$ cat src/include/ctrl_macros.svh
`ifndef CTRL_MACROS_SVH
`define CTRL_MACROS_SVH

// Width of one instruction word.
`define INSTR_WIDTH 16

// Field positions inside the instruction word. Bits 1..0 are spare.
`define GROUP_MSB 15
`define GROUP_LSB 14
`define OPCODE_MSB 13
`define OPCODE_LSB 10
`define MODE_MSB 9
`define MODE_LSB 8
`define ARGB_MSB 7
`define ARGB_LSB 4
`define ARGA_MSB 3
`define ARGA_LSB 2

// System group opcodes that touch the interrupt state.
`define SYS_OP_EI 4'd1
`define SYS_OP_DI 4'd2
`define SYS_OP_RETI 4'd3

`endif

$ cat src/logic/ctrlPkg.sv
package ctrlPkg;

	// ~~~~~~~~~~~~~~~~~~~~~~~~~~~~~~~~~~~~~~~~~~~~~~~~~~
	// Instruction side.
	// ~~~~~~~~~~~~~~~~~~~~~~~~~~~~~~~~~~~~~~~~~~~~~~~~~~
	typedef enum logic [1:0] {
		GROUP_SYSTEM, GROUP_LOAD_STORE, GROUP_JUMP, GROUP_ARITH_LOGIC
	} instrGroupT;

	typedef struct packed {
		logic [3:0] opcode;
		logic [1:0] mode;
		logic [1:0] argA;
		logic [3:0] argB;
	} instrFieldsT;

	typedef struct packed {
		logic zero;
		logic carry;
		logic negative;
	} flagsT;

	// ~~~~~~~~~~~~~~~~~~~~~~~~~~~~~~~~~~~~~~~~~~~~~~~~~~
	// Control field codes.
	// ~~~~~~~~~~~~~~~~~~~~~~~~~~~~~~~~~~~~~~~~~~~~~~~~~~
	typedef enum logic [3:0] {
		ALU_MOV, ALU_ADD, ALU_SUB, ALU_AND, ALU_OR, ALU_XOR, ALU_CMP, ALU_NOT,
		ALU_SHL, ALU_SHR, ALU_ROL, ALU_ROR, ALU_ADC, ALU_SBC, ALU_INC, ALU_DEC
	} aluOpT;

	typedef enum logic [2:0] {ALUA_REG_A, ALUA_PC, ALUA_ZERO} aluASrcT;
	typedef enum logic [2:0] {ALUB_REG_B, ALUB_ARGB, ALUB_ZERO} aluBSrcT;
	typedef enum logic [2:0] {ADDR_PC_A, ADDR_REG_B, ADDR_ALU_R} addrBusT;
	typedef enum logic [1:0] {BUS_NONE, BUS_READ, BUS_WRITE} busSeqT;
	typedef enum logic [1:0] {DATA_REGA_DOUT, DATA_ALU_R, DATA_DIN} dataBusT;
	typedef enum logic [1:0] {PC_BASE_PC_A, PC_BASE_REG_B} pcBaseT;
	typedef enum logic [1:0] {PC_OFFSET_2, PC_OFFSET_ARG} pcOffsetT;
	typedef enum logic [2:0] {
		PC_NEXT_SEQUENTIAL, PC_NEXT_VECTOR, PC_NEXT_RETURN, PC_NEXT_HOLD
	} pcNextT;
	typedef enum logic [1:0] {CC_KEEP, CC_SAVE, CC_RESTORE} ccRegT;
	typedef enum logic [3:0] {
		REG_SEQ_NONE, REG_SEQ_WRITE_A, REG_SEQ_READ_A, REG_SEQ_READ_B
	} regSeqT;
	typedef enum logic [1:0] {REGA_DIN_DIN, REGA_DIN_ALU_R, REGA_DIN_PC} regADinT;
	typedef enum logic [1:0] {REGA_ADDR_ARGA, REGA_ADDR_LINK} regAAddrT;
	typedef enum logic [2:0] {REGB_ADDR_ARGB, REGB_ADDR_SP} regBAddrT;

	// ~~~~~~~~~~~~~~~~~~~~~~~~~~~~~~~~~~~~~~~~~~~~~~~~~~
	// Bundles produced by the decoders.
	// ~~~~~~~~~~~~~~~~~~~~~~~~~~~~~~~~~~~~~~~~~~~~~~~~~~
	typedef struct packed {
		aluOpT aluOp; aluASrcT aluASrc; aluBSrcT aluBSrc; logic cclLoad;
		regAAddrT regAAddr; regBAddrT regBAddr; regSeqT regSeq;
	} aluBundleT;

	typedef struct packed {
		addrBusT addrBus; aluOpT aluOp; aluASrcT aluASrc; aluBSrcT aluBSrc;
		busSeqT busSeq; logic byteSel; dataBusT dataBus; pcOffsetT pcOffset;
		regSeqT regSeq; regAAddrT regAAddr; regADinT regADin; regBAddrT regBAddr;
	} ldsBundleT;

	typedef struct packed {
		addrBusT addrBus; aluBSrcT aluBSrc; busSeqT busSeq; pcBaseT pcBase;
		pcOffsetT pcOffset; regSeqT regSeq; regADinT regADin;
		regAAddrT regAAddr; regBAddrT regBAddr;
	} jmpBundleT;

	typedef struct packed {
		ccRegT ccReg; pcNextT pcNext;
	} intBundleT;

	typedef struct packed {
		addrBusT addrBus; logic [3:0] argB; busSeqT busSeq; regSeqT regSeq;
	} dbgCmdT;

	typedef struct packed {
		addrBusT addrBus; logic [3:0] argB; busSeqT busSeq;
		ccRegT ccReg; pcNextT pcNext; regSeqT regSeq;
	} dbgBundleT;

	// The complete word handed to the datapath, 43 bits.
	typedef struct packed {
		addrBusT addrBus; aluOpT aluOp; aluASrcT aluASrc; aluBSrcT aluBSrc;
		logic [3:0] argB; busSeqT busSeq; logic byteSel; logic cclLoad;
		ccRegT ccReg; dataBusT dataBus; pcBaseT pcBase; pcNextT pcNext;
		pcOffsetT pcOffset; regSeqT regSeq; regAAddrT regAAddr;
		regADinT regADin; regBAddrT regBAddr;
	} controlWordT;

endpackage

$ cat src/logic/aluGroupDecoder.sv
`timescale 1ns/1ps

module aluGroupDecoder (
	input  ctrlPkg::instrFieldsT fields,
	output ctrlPkg::aluBundleT   aluBundle
);
	import ctrlPkg::*;

	always_comb begin
		aluBundle.aluOp   = aluOpT'(fields.opcode);
		aluBundle.aluASrc = ALUA_REG_A;
		// Mode bit 0 turns the second operand into an immediate.
		aluBundle.aluBSrc = fields.mode[0] ? ALUB_ARGB : ALUB_REG_B;
		// A plain move leaves the condition codes alone.
		aluBundle.cclLoad = (aluBundle.aluOp != ALU_MOV);
		aluBundle.regAAddr = REGA_ADDR_ARGA;
		aluBundle.regBAddr = REGB_ADDR_ARGB;
		// Compare only sets flags, nothing is written back.
		if (aluBundle.aluOp == ALU_CMP) begin
			aluBundle.regSeq = REG_SEQ_NONE;
		end else begin
			aluBundle.regSeq = REG_SEQ_WRITE_A;
		end
	end

endmodule

$ cat src/logic/controlUnit.sv
`timescale 1ns/1ps
`include "ctrl_macros.svh"

module controlUnit (
	input  logic                     clk,
	input  logic                     arstN,
	input  logic                     instrValid,
	input  logic [`INSTR_WIDTH-1:0]  instr,
	input  ctrlPkg::flagsT           flags,
	input  logic                     irq,
	input  logic                     debugMode,
	input  logic                     dbgCmdValid,
	input  ctrlPkg::dbgCmdT          dbgCmd,
	output logic                     ctrlValid,
	output ctrlPkg::controlWordT     ctrlWord,
	output logic                     intTaken
);
	import ctrlPkg::*;

	logic        issue;
	logic        dbgStep;
	instrGroupT  group;
	instrFieldsT fields;
	aluBundleT   aluBundle;
	ldsBundleT   ldsBundle;
	jmpBundleT   jmpBundle;
	intBundleT   intBundle;
	dbgBundleT   dbgBundle;

	// ~~~~~~~~~~~~~~~~~~~~~~~~~~~~~~~~~~~~~~~~~~~~~~~~~~
	// Front ends.
	// ~~~~~~~~~~~~~~~~~~~~~~~~~~~~~~~~~~~~~~~~~~~~~~~~~~
	instructionRegister instructionRegister_inst (
		.clk(clk), .arstN(arstN), .instrValid(instrValid), .instr(instr),
		.debugMode(debugMode), .issue(issue), .group(group), .fields(fields)
	);

	debugSequencer debugSequencer_inst (
		.clk(clk), .arstN(arstN), .debugMode(debugMode), .dbgCmdValid(dbgCmdValid),
		.dbgCmd(dbgCmd), .dbgStep(dbgStep), .dbgBundle(dbgBundle)
	);

	// ~~~~~~~~~~~~~~~~~~~~~~~~~~~~~~~~~~~~~~~~~~~~~~~~~~
	// Group decoders and interrupt state.
	// ~~~~~~~~~~~~~~~~~~~~~~~~~~~~~~~~~~~~~~~~~~~~~~~~~~
	aluGroupDecoder aluGroupDecoder_inst (.fields(fields), .aluBundle(aluBundle));

	loadStoreDecoder loadStoreDecoder_inst (.fields(fields), .ldsBundle(ldsBundle));

	jumpDecoder jumpDecoder_inst (.fields(fields), .flags(flags), .jmpBundle(jmpBundle));

	interruptController interruptController_inst (
		.clk(clk), .arstN(arstN), .irq(irq), .issue(issue), .group(group),
		.fields(fields), .intBundle(intBundle), .intTaken(intTaken)
	);

	// Output register stage.
	opxMultiplexer opxMultiplexer_inst (
		.clk(clk), .arstN(arstN), .issue(issue), .dbgStep(dbgStep),
		.group(group), .fields(fields), .aluBundle(aluBundle),
		.ldsBundle(ldsBundle), .jmpBundle(jmpBundle), .intBundle(intBundle),
		.dbgBundle(dbgBundle), .ctrlValid(ctrlValid), .ctrlWord(ctrlWord)
	);

endmodule

$ cat src/logic/debugSequencer.sv
`timescale 1ns/1ps

module debugSequencer (
	input  logic               clk,
	input  logic               arstN,
	input  logic               debugMode,
	input  logic               dbgCmdValid,
	input  ctrlPkg::dbgCmdT    dbgCmd,
	output logic               dbgStep,
	output ctrlPkg::dbgBundleT dbgBundle
);
	import ctrlPkg::*;

	logic   accept;
	dbgCmdT cmdQ;

	// Commands count only while the core sits in debug mode.
	assign accept = dbgCmdValid && debugMode;

	always_ff @(posedge clk or negedge arstN) begin
		if (!arstN) begin
			dbgStep <= 1'b0;
		end else begin
			dbgStep <= accept;
		end
	end

	always_ff @(posedge clk) begin
		if (accept) begin
			cmdQ <= dbgCmd;
		end
	end

	// The PC is frozen and the condition codes are preserved during a step.
	always_comb begin
		dbgBundle.addrBus = cmdQ.addrBus;
		dbgBundle.argB    = cmdQ.argB;
		dbgBundle.busSeq  = cmdQ.busSeq;
		dbgBundle.regSeq  = cmdQ.regSeq;
		dbgBundle.ccReg   = CC_KEEP;
		dbgBundle.pcNext  = PC_NEXT_HOLD;
	end

endmodule

$ cat src/logic/instructionRegister.sv
`timescale 1ns/1ps
`include "ctrl_macros.svh"

module instructionRegister (
	input  logic                      clk,
	input  logic                      arstN,
	input  logic                      instrValid,
	input  logic [`INSTR_WIDTH-1:0]   instr,
	input  logic                      debugMode,
	output logic                      issue,
	output ctrlPkg::instrGroupT       group,
	output ctrlPkg::instrFieldsT      fields
);
	import ctrlPkg::*;

	logic capture;

	// Instructions are only accepted outside debug mode.
	assign capture = instrValid && !debugMode;

	always_ff @(posedge clk or negedge arstN) begin
		if (!arstN) begin
			issue <= 1'b0;
		end else begin
			issue <= capture;
		end
	end

	// The split fields stay put until the next accepted instruction.
	always_ff @(posedge clk) begin
		if (capture) begin
			group         <= instrGroupT'(instr[`GROUP_MSB:`GROUP_LSB]);
			fields.opcode <= instr[`OPCODE_MSB:`OPCODE_LSB];
			fields.mode   <= instr[`MODE_MSB:`MODE_LSB];
			fields.argA   <= instr[`ARGA_MSB:`ARGA_LSB];
			fields.argB   <= instr[`ARGB_MSB:`ARGB_LSB];
		end
	end

endmodule

$ cat src/logic/interruptController.sv
`timescale 1ns/1ps
`include "ctrl_macros.svh"

module interruptController (
	input  logic                 clk,
	input  logic                 arstN,
	input  logic                 irq,
	input  logic                 issue,
	input  ctrlPkg::instrGroupT  group,
	input  ctrlPkg::instrFieldsT fields,
	output ctrlPkg::intBundleT   intBundle,
	output logic                 intTaken
);
	import ctrlPkg::*;

	logic pending;
	logic enable;
	logic isSystem;
	logic take;

	assign isSystem = (group == GROUP_SYSTEM);
	assign take     = issue && pending && enable;

	// The bundle is sampled by the multiplexer on the issue edge.
	always_comb begin
		if (pending && enable) begin
			intBundle = '{ccReg: CC_SAVE, pcNext: PC_NEXT_VECTOR};
		end else if (isSystem && fields.opcode == `SYS_OP_RETI) begin
			intBundle = '{ccReg: CC_RESTORE, pcNext: PC_NEXT_RETURN};
		end else begin
			intBundle = '{ccReg: CC_KEEP, pcNext: PC_NEXT_SEQUENTIAL};
		end
	end

	always_ff @(posedge clk or negedge arstN) begin
		if (!arstN) begin
			pending  <= 1'b0;
			enable   <= 1'b0;
			intTaken <= 1'b0;
		end else begin
			intTaken <= take;
			pending  <= irq || (pending && !take);
			if (take) begin
				enable <= 1'b0;
			end else if (issue && isSystem && fields.opcode == `SYS_OP_EI) begin
				enable <= 1'b1;
			end else if (issue && isSystem && fields.opcode == `SYS_OP_DI) begin
				enable <= 1'b0;
			end
		end
	end

	// The enable update decodes the issued instruction, so it must be fully known.
	assert property (@(posedge clk) disable iff (!arstN) issue |-> !$isunknown({group, fields}))
		else $error("Interrupt state updated from an unknown instruction");

endmodule

$ cat src/logic/jumpDecoder.sv
`timescale 1ns/1ps

module jumpDecoder (
	input  ctrlPkg::instrFieldsT fields,
	input  ctrlPkg::flagsT       flags,
	output ctrlPkg::jmpBundleT   jmpBundle
);
	import ctrlPkg::*;

	logic taken;
	logic link;

	// Condition select: always, zero, carry, negative.
	always_comb begin
		case (fields.opcode[1:0])
			2'd0:    taken = 1'b1;
			2'd1:    taken = flags.zero;
			2'd2:    taken = flags.carry;
			default: taken = flags.negative;
		endcase
	end

	assign link = fields.mode[1] && taken;

	always_comb begin
		jmpBundle.addrBus  = ADDR_PC_A;
		jmpBundle.aluBSrc  = ALUB_ARGB;
		jmpBundle.busSeq   = BUS_NONE;
		jmpBundle.regBAddr = REGB_ADDR_ARGB;
		jmpBundle.pcBase   = PC_BASE_PC_A;
		jmpBundle.pcOffset = PC_OFFSET_2;
		if (taken) begin
			jmpBundle.pcBase   = fields.mode[0] ? PC_BASE_REG_B : PC_BASE_PC_A;
			jmpBundle.pcOffset = PC_OFFSET_ARG;
		end
		// A taken call saves the return address in the link register.
		jmpBundle.regSeq   = link ? REG_SEQ_WRITE_A : REG_SEQ_NONE;
		jmpBundle.regADin  = link ? REGA_DIN_PC : REGA_DIN_DIN;
		jmpBundle.regAAddr = link ? REGA_ADDR_LINK : REGA_ADDR_ARGA;
	end

endmodule

$ cat src/logic/loadStoreDecoder.sv
`timescale 1ns/1ps

module loadStoreDecoder (
	input  ctrlPkg::instrFieldsT fields,
	output ctrlPkg::ldsBundleT   ldsBundle
);
	import ctrlPkg::*;

	logic isStore;

	assign isStore = fields.mode[1];

	always_comb begin
		// The ALU forms the effective address from the argB offset.
		ldsBundle.addrBus  = ADDR_ALU_R;
		ldsBundle.aluOp    = ALU_ADD;
		ldsBundle.aluASrc  = ALUA_ZERO;
		ldsBundle.aluBSrc  = ALUB_ARGB;
		ldsBundle.byteSel  = fields.mode[0];
		ldsBundle.pcOffset = PC_OFFSET_2;
		ldsBundle.regAAddr = REGA_ADDR_ARGA;
		ldsBundle.regBAddr = REGB_ADDR_ARGB;
		ldsBundle.regADin  = REGA_DIN_DIN;
		if (isStore) begin
			ldsBundle.busSeq  = BUS_WRITE;
			ldsBundle.dataBus = DATA_REGA_DOUT;
			ldsBundle.regSeq  = REG_SEQ_READ_A;
		end else begin
			ldsBundle.busSeq  = BUS_READ;
			ldsBundle.dataBus = DATA_DIN;
			ldsBundle.regSeq  = REG_SEQ_WRITE_A;
		end
	end

endmodule

$ cat src/logic/opxMultiplexer.sv
`timescale 1ns/1ps

module opxMultiplexer (
	input  logic                  clk,
	input  logic                  arstN,
	input  logic                  issue,
	input  logic                  dbgStep,
	input  ctrlPkg::instrGroupT   group,
	input  ctrlPkg::instrFieldsT  fields,
	input  ctrlPkg::aluBundleT    aluBundle,
	input  ctrlPkg::ldsBundleT    ldsBundle,
	input  ctrlPkg::jmpBundleT    jmpBundle,
	input  ctrlPkg::intBundleT    intBundle,
	input  ctrlPkg::dbgBundleT    dbgBundle,
	output logic                  ctrlValid,
	output ctrlPkg::controlWordT  ctrlWord
);
	import ctrlPkg::*;

	controlWordT nextWord;

	always_comb begin
		// ~~~~~~~~~~~~~~~~~~~~~~~~~~~~~~~~~~~~~~~~~~~~~~~~~~
		// Idle defaults, which are also the system group word.
		// ~~~~~~~~~~~~~~~~~~~~~~~~~~~~~~~~~~~~~~~~~~~~~~~~~~
		nextWord.addrBus  = ADDR_PC_A;
		nextWord.aluOp    = ALU_MOV;
		nextWord.aluASrc  = ALUA_REG_A;
		nextWord.aluBSrc  = ALUB_REG_B;
		nextWord.argB     = fields.argB;
		nextWord.busSeq   = BUS_NONE;
		nextWord.byteSel  = 1'b0;
		nextWord.cclLoad  = 1'b0;
		nextWord.ccReg    = intBundle.ccReg;
		nextWord.dataBus  = DATA_REGA_DOUT;
		nextWord.pcBase   = PC_BASE_PC_A;
		nextWord.pcNext   = intBundle.pcNext;
		nextWord.pcOffset = PC_OFFSET_2;
		nextWord.regSeq   = REG_SEQ_NONE;
		nextWord.regAAddr = REGA_ADDR_ARGA;
		nextWord.regADin  = REGA_DIN_DIN;
		nextWord.regBAddr = REGB_ADDR_ARGB;

		if (dbgStep) begin
			nextWord.addrBus = dbgBundle.addrBus;
			nextWord.argB    = dbgBundle.argB;
			nextWord.busSeq  = dbgBundle.busSeq;
			nextWord.ccReg   = dbgBundle.ccReg;
			nextWord.pcNext  = dbgBundle.pcNext;
			nextWord.regSeq  = dbgBundle.regSeq;
		end else begin
			case (group)
				GROUP_LOAD_STORE: begin
					nextWord.addrBus  = ldsBundle.addrBus;
					nextWord.aluOp    = ldsBundle.aluOp;
					nextWord.aluASrc  = ldsBundle.aluASrc;
					nextWord.aluBSrc  = ldsBundle.aluBSrc;
					nextWord.busSeq   = ldsBundle.busSeq;
					nextWord.byteSel  = ldsBundle.byteSel;
					nextWord.dataBus  = ldsBundle.dataBus;
					nextWord.pcOffset = ldsBundle.pcOffset;
					nextWord.regSeq   = ldsBundle.regSeq;
					nextWord.regAAddr = ldsBundle.regAAddr;
					nextWord.regADin  = ldsBundle.regADin;
					nextWord.regBAddr = ldsBundle.regBAddr;
				end
				GROUP_JUMP: begin
					nextWord.addrBus  = jmpBundle.addrBus;
					nextWord.aluBSrc  = jmpBundle.aluBSrc;
					nextWord.busSeq   = jmpBundle.busSeq;
					nextWord.pcBase   = jmpBundle.pcBase;
					nextWord.pcOffset = jmpBundle.pcOffset;
					nextWord.regSeq   = jmpBundle.regSeq;
					nextWord.regADin  = jmpBundle.regADin;
					nextWord.regAAddr = jmpBundle.regAAddr;
					nextWord.regBAddr = jmpBundle.regBAddr;
				end
				GROUP_ARITH_LOGIC: begin
					nextWord.aluOp    = aluBundle.aluOp;
					nextWord.aluASrc  = aluBundle.aluASrc;
					nextWord.aluBSrc  = aluBundle.aluBSrc;
					nextWord.cclLoad  = aluBundle.cclLoad;
					nextWord.dataBus  = DATA_ALU_R;
					nextWord.regSeq   = aluBundle.regSeq;
					nextWord.regAAddr = aluBundle.regAAddr;
					nextWord.regADin  = REGA_DIN_ALU_R;
					nextWord.regBAddr = aluBundle.regBAddr;
				end
				default: begin
				end
			endcase
		end
	end

	always_ff @(posedge clk or negedge arstN) begin
		if (!arstN) begin
			ctrlValid <= 1'b0;
			ctrlWord  <= '0;
		end else begin
			ctrlValid <= issue || dbgStep;
			if (issue || dbgStep) begin
				ctrlWord <= nextWord;
			end
		end
	end

	// Debug mode gates the two front ends, so they never issue in the same cycle.
	assert property (@(posedge clk) disable iff (!arstN) !(issue && dbgStep))
		else $error("Instruction issue collided with a debug step");

endmodule

$ cat config.mk
export PLATFORM = sky130hd
export DESIGN_NAME = controlUnit
export DESIGN_NICKNAME = d
export VERILOG_FILES = /design/src/logic/ctrlPkg.sv /design/src/logic/aluGroupDecoder.sv /design/src/logic/controlUnit.sv /design/src/logic/debugSequencer.sv /design/src/logic/instructionRegister.sv /design/src/logic/interruptController.sv /design/src/logic/jumpDecoder.sv /design/src/logic/loadStoreDecoder.sv /design/src/logic/opxMultiplexer.sv
export VERILOG_INCLUDE_DIRS = /design/src /design/src/include
export SDC_FILE = /design/constraint.sdc
export NUM_CORES = 1
export LEC_CHECK = 0
export ABC_AREA = 1
export BUFFER_PORTS_ARGS = -buffer_cell sky130_fd_sc_hd__buf_2
export CORE_ASPECT_RATIO = 0.6
export CORE_MARGIN = 2
export CORE_UTILIZATION = 51
export CTS_BUF_LIST = sky130_fd_sc_hd__clkbuf_4 sky130_fd_sc_hd__clkbuf_8 sky130_fd_sc_hd__clkbuf_16
export CTS_CLUSTER_DIAMETER = 150
export DETAILED_ROUTE_END_ITERATION = 12
export GPL_ROUTABILITY_DRIVEN = 0
export PLACE_DENSITY = 0.77
export SETUP_SLACK_MARGIN = 0.5
export SKIP_CTS_REPAIR_TIMING = 1
export SLEW_MARGIN = 20
export SYNTH_ARGS = -nofsm -noshare
export SYNTH_HDL_FRONTEND = slang
export SYNTH_HIERARCHICAL = 1
export SYNTH_SLANG_ARGS = --single-unit
export TNS_END_PERCENT = 30
$ cat constraint.sdc
create_clock -name clk -period 1.2 [get_ports clk]
set_input_delay 0.12 -clock clk [delete_from_list [all_inputs] [get_ports clk]]
set_output_delay 0.12 -clock clk [all_outputs]
set_load 0.03 [all_outputs]
# == Word level (Yosys, flattened, before mapping) ==
# Index checks and enable logic that the tools add are counted.
# classes
eq_ne,9
muxes,37
reduce_logical,20
# op_table
op,count
$pmux W9 S3,1
$mux W2,12
$mux W4,4
$pmux W7 S2,1
$logic_and A1 B1 Y1,11
$mux W1,10
$mux W10,1
$mux W5,2
$eq A4 B2 Y1 const B,2
$mux W7,1
$eq A2 B2 Y1 const B,3
$mux W3,2
$eq A2 B1 Y1 const B,2
$eq A4 B1 Y1 const B,1
$eq A4 B3 Y1 const B,1
$logic_not A2 Y1,2
$pmux W2 S2,1
$reduce_bool A4 Y1,1
$pmux W1 S3,1
$reduce_bool A3 Y1,1
$logic_not A1 Y1,2
$logic_or A1 B1 Y1,2
$pmux W1 S2,1
$reduce_or A2 Y1,1
# totals
input_bits,38
register_bits,74
output_inout_bits,45

# == Depth between registers and ports, before layout ==
# logic_depth
depth_word,6
depth_mapped,10
ltp_nobuf,9

# == By module ==
# Netlist, hierarchy kept.
# by_module_without_submodules
mod,area_each_um2,cells_per_inst,n_inst,seq_area_each_um2
opxMultiplexer,2437.3,349,1,1101.1
debugSequencer,467.9,23,1,415.4
instructionRegister,455.4,17,1,445.4
loadStoreDecoder,236.5,33,1,0.0
jumpDecoder,230.2,37,1,0.0
interruptController,186.4,24,1,75.1
aluGroupDecoder,163.9,25,1,0.0

# == Worst setup path after synthesis ==
# Ideal clock, no wire load.
# synth_timing
path_kind,register to register
from,reg instructionRegister_inst/fields[9] (netlist name)
to,reg opxMultiplexer_inst/ctrlWord[7] (netlist name)
arrival_ns,1.187
path_stages_with_launch,11
n_path_buf,1
setup_time_ns,0.065
path_slack_ns,-0.053
t_required_ns,1.135
cell_sequence,edfxtp_1 -> inv_1 -> nand2_1 -> nand3_2 -> nand2_2 -> nor2_1 -> buf_4 -> nand2_1 -> nand3_1 -> nand2_1 -> nand2_1

# == Final worst setup path ==
# layout_timing
from,reg instructionRegister_inst.group[1]
to,reg opxMultiplexer_inst/ctrlWord[30] (netlist name)
# layout_between
elab_chain_len,4
word_cells_on_any_way,6
cone_classes,eq/ne (3); mux (2); reduce/logical (1)
# layout_rtl
element,line,source
"start, declared",instructionRegister.sv:11,"output ctrlPkg::instrGroupT group,"
"start signal, assigned",instructionRegister.sv:32,group <= instrGroupT'(instr[`GROUP_MSB:`GROUP_LSB]);
$eq A2 B1 Y1 or $eq A2 B2 Y1 (tied branches),opxMultiplexer.sv:52,case (group)
$reduce_or A2 Y1 (no line),n/a,
$pmux W1 S2 (*),opxMultiplexer.sv:52,
$mux W10 (*),opxMultiplexer.sv:44,if (dbgStep) begin
# Mark *: on every way between the ends. The rest lies on a longest branch, timed or not.
# A chain may end at the register's enable or synchronous reset.

==> out/qor.json <==
{
  "setup_path": {
    "crit-reg2reg-capture": "opxMultiplexer_inst/ctrlWord[30]",
    "worst-r2r-setup-slack_ps": -50,
    "cp_data_arrival_time_ps": 1480,
    "crit_path_start": "instructionRegister_inst/group[1]",
    "required_arrival_time_at_the_worst_endpoint_ps": 1420,
    "critical_path.most_common_cell": "sky130_fd_sc_hd__nand2_1",
    "timing.critical_path.buf_inv": 1,
    "critical_path_destination": "opxMultiplexer_inst/ctrlWord[30]",
    "crit-reg2reg-launch": "instructionRegister_inst/group[1]",
    "path_cells": "buf_6 > ha_4 > nand2_1 > nand3_1 > nand2_1 > nand2_1",
    "cp_num_cells": 6,
    "max_stage_delay_ps": 480,
    "gate_family_responsible_for_the_most_delay_along_the_worst_path": "flip-flops",
    "setup.worst_path.start_class": "register",
    "worstSetupEndpointType": "register",
    "cp_max_fo": 11,
    "worstRegToRegCells": 6,
    "type_of_the_worst_setup_path": "reg2reg",
    "critical-path-slowest-cell": "sky130_fd_sc_hd__edfxtp_1"
  },
  "layout": {
    "area_growth_pct": 32.6,
    "insertedDiodeCount": 0,
    "drive_above_1_share_pct": 28.1,
    "final_util_pct": 69.5,
    "final_common_cell": "sky130_fd_sc_hd__nand2_1",
    "most-common-layout-cells": "sky130_fd_sc_hd__nand2_1, sky130_fd_sc_hd__conb_1, sky130_fd_sc_hd__dfrtp_1",
    "layout.nets": 664
  },
  "sta": {
    "setup_viol_count_final": 9,
    "final-hold-violation-count": 0,
    "fmax_mhz": 797,
    "fin_skew_ps": 11.4,
    "grt_setup_unrepaired": "yes",
    "final.period_utilization_pct": 105,
    "final-max-slew-violation-count": 0,
    "final_period_minus_worst_setup_slack_ps": 1250,
    "accumulated_negative_setup_slack_ps": -160,
    "final_critical_path_setup_slack_ps": -54.0
  },
  "grt": {
    "initial_antenna_violation_count": 0,
    "global_route_wire_length_before_repair_mm": 13.0,
    "first_global_vias": 2843,
    "global_route.overflow_total": 0,
    "pin_count_of_the_biggest_net_entering_global_routing": 50,
    "groute.usage.overall_pct": 19.6
  },
  "floorplan": {
    "die_area_sq_um": 8830,
    "core_area_sq_um": 7850,
    "die_height_um": 73.6,
    "dieWidth_um": 120,
    "placementRows": 25,
    "io_pins": 83,
    "initial_utilization_pct": 52.4
  },
  "logic_synthesis": {
    "ys.warnings.count": 6,
    "syn-instance-count": 506,
    "synthesis.area_sq_um": 4120,
    "post_synth.cell_area_avg_sq_um": 8.14
  },
  "clock_network": {
    "htreeDepth": 3,
    "cts_clock_pin_slew_for_the_worst_setup_and_hold_paths_ps": 60,
    "clock_tree.root_cell": "sky130_fd_sc_hd__clkbuf_16",
    "clock_tree_from_tritoncts": "done",
    "clock-sinks": 74,
    "cts_buffers": 9,
    "max-clock-path-buffers": 2,
    "clk-insertion-delay-late_ps": 350
  },
  "detailed_routing": {
    "wl_per_cell_um": 12.9,
    "drt_drc_violations_left": 0,
    "drt-vias-per-instance": 4.48,
    "detailroute.via_count": 3294,
    "first_pass_drt_iterations": 5,
    "route.antenna.remaining_nets": 0,
    "wirelength_mm": 9.51,
    "first_iter_violations": 208
  },
  "pwr": {
    "peakVddDrop_mv": 0.981,
    "report.power.total_mw": 7.29,
    "power_leakage_nw": 2.94,
    "power_density_nw_per_um2": 1330
  },
  "hold_path": {
    "holdCritPathClass": "in2reg"
  },
  "status": {
    "status": "finished, violations left",
    "violations": "negative setup slack"
  },
  "flow_run": {
    "cap_violations": 0
  },
  "placement": {
    "placement.io_buffers": 78,
    "dpl.hpwl_mm": 5.83
  }
}
==> layer usage <==
layer | vias up | wire, um | share of wire (%) | track usage [%]
li1 | 1644 | - | - | -
met1 | 1516 | 4040 | 42 | 25.3
met2 | 118 | 4580 | 48 | 30.8
met3 | 16 | 707 | 7.4 | 7.30
met4 | 0 | 187 | 2.0 | 6.93
met5 | - | 0 | 0 | 0
==> report_power, final <==
group	internal (mW)	switching (mW)
Combinational	0.669	0.886
Sequential	2.84	0.162
Clock	1.76	0.972
Total	5.27	2.02
==> state kept, by name, summed over array words and instances (netlist names) <==
| register | flops |
|---|---|
| instructionRegister_inst/fields | 10 |
| instructionRegister_inst/group | 2 |
| interruptController_inst/intTaken | 1 |
| opxMultiplexer_inst/ctrlValid | 1 |
| interruptController_inst/pending | 1 |
| instructionRegister_inst/issue | 1 |
| debugSequencer_inst/dbgBundle | 13 |
| interruptController_inst/enable | 1 |
| opxMultiplexer_inst/ctrlWord | 43 |
| debugSequencer_inst/dbgStep | 1 |
==> worst min path at each step <==
stage,from,cells after the start,slack [ps],endpoint
3_5_place_dp,arstN,2,130,opxMultiplexer_inst/ctrlWord[31]
5_1_grt,debugMode,3,180,instructionRegister_inst/issue
4_1_cts,arstN,2,-240,opxMultiplexer_inst/ctrlWord[4]
6_report,debugMode,3,170,instructionRegister_inst/issue
2_1_floorplan,arstN,0,-180,debugSequencer_inst/dbgStep
3_3_place_gp,arstN,2,120,opxMultiplexer_inst/ctrlWord[32]
==> area by class of cell <==
type / instances / area [sq um]
multi-input cells: 354 / 1630
inverters: 41 / 154
well taps: 108 / 135
clock buffers: 13 / 268
repair buffers: 142 / 1250
flip-flops and latches: 74 / 1980
clock inverters: 3 / 40.0
fillers: 573 / 2390
==> stage by stage <==
step | std cells | setup WS, ps | cell area (sq um) | hold slack, ps
after floorplan | 560 | -9.43 | 4420 | -176
after global placement | 676 | 0.735 | 4410 | 123
after detailed placement | 676 | -58.0 | 4410 | 128
after CTS | 692 | -61.8 | 4710 | -236
after global routing | 735 | -114 | 5460 | 181
final | 735 | -54.0 | 5460 | 169
==> worst register-to-register path: stages, from the launching register on <==
cell and delay, ps:
sky130_fd_sc_hd__edfxtp_1 480, sky130_fd_sc_hd__buf_6 170, sky130_fd_sc_hd__ha_4 200, sky130_fd_sc_hd__nand2_1 70
sky130_fd_sc_hd__nand3_1 80, sky130_fd_sc_hd__nand2_1 90, sky130_fd_sc_hd__nand2_1 50
Power figures use the tool's default switching activity.
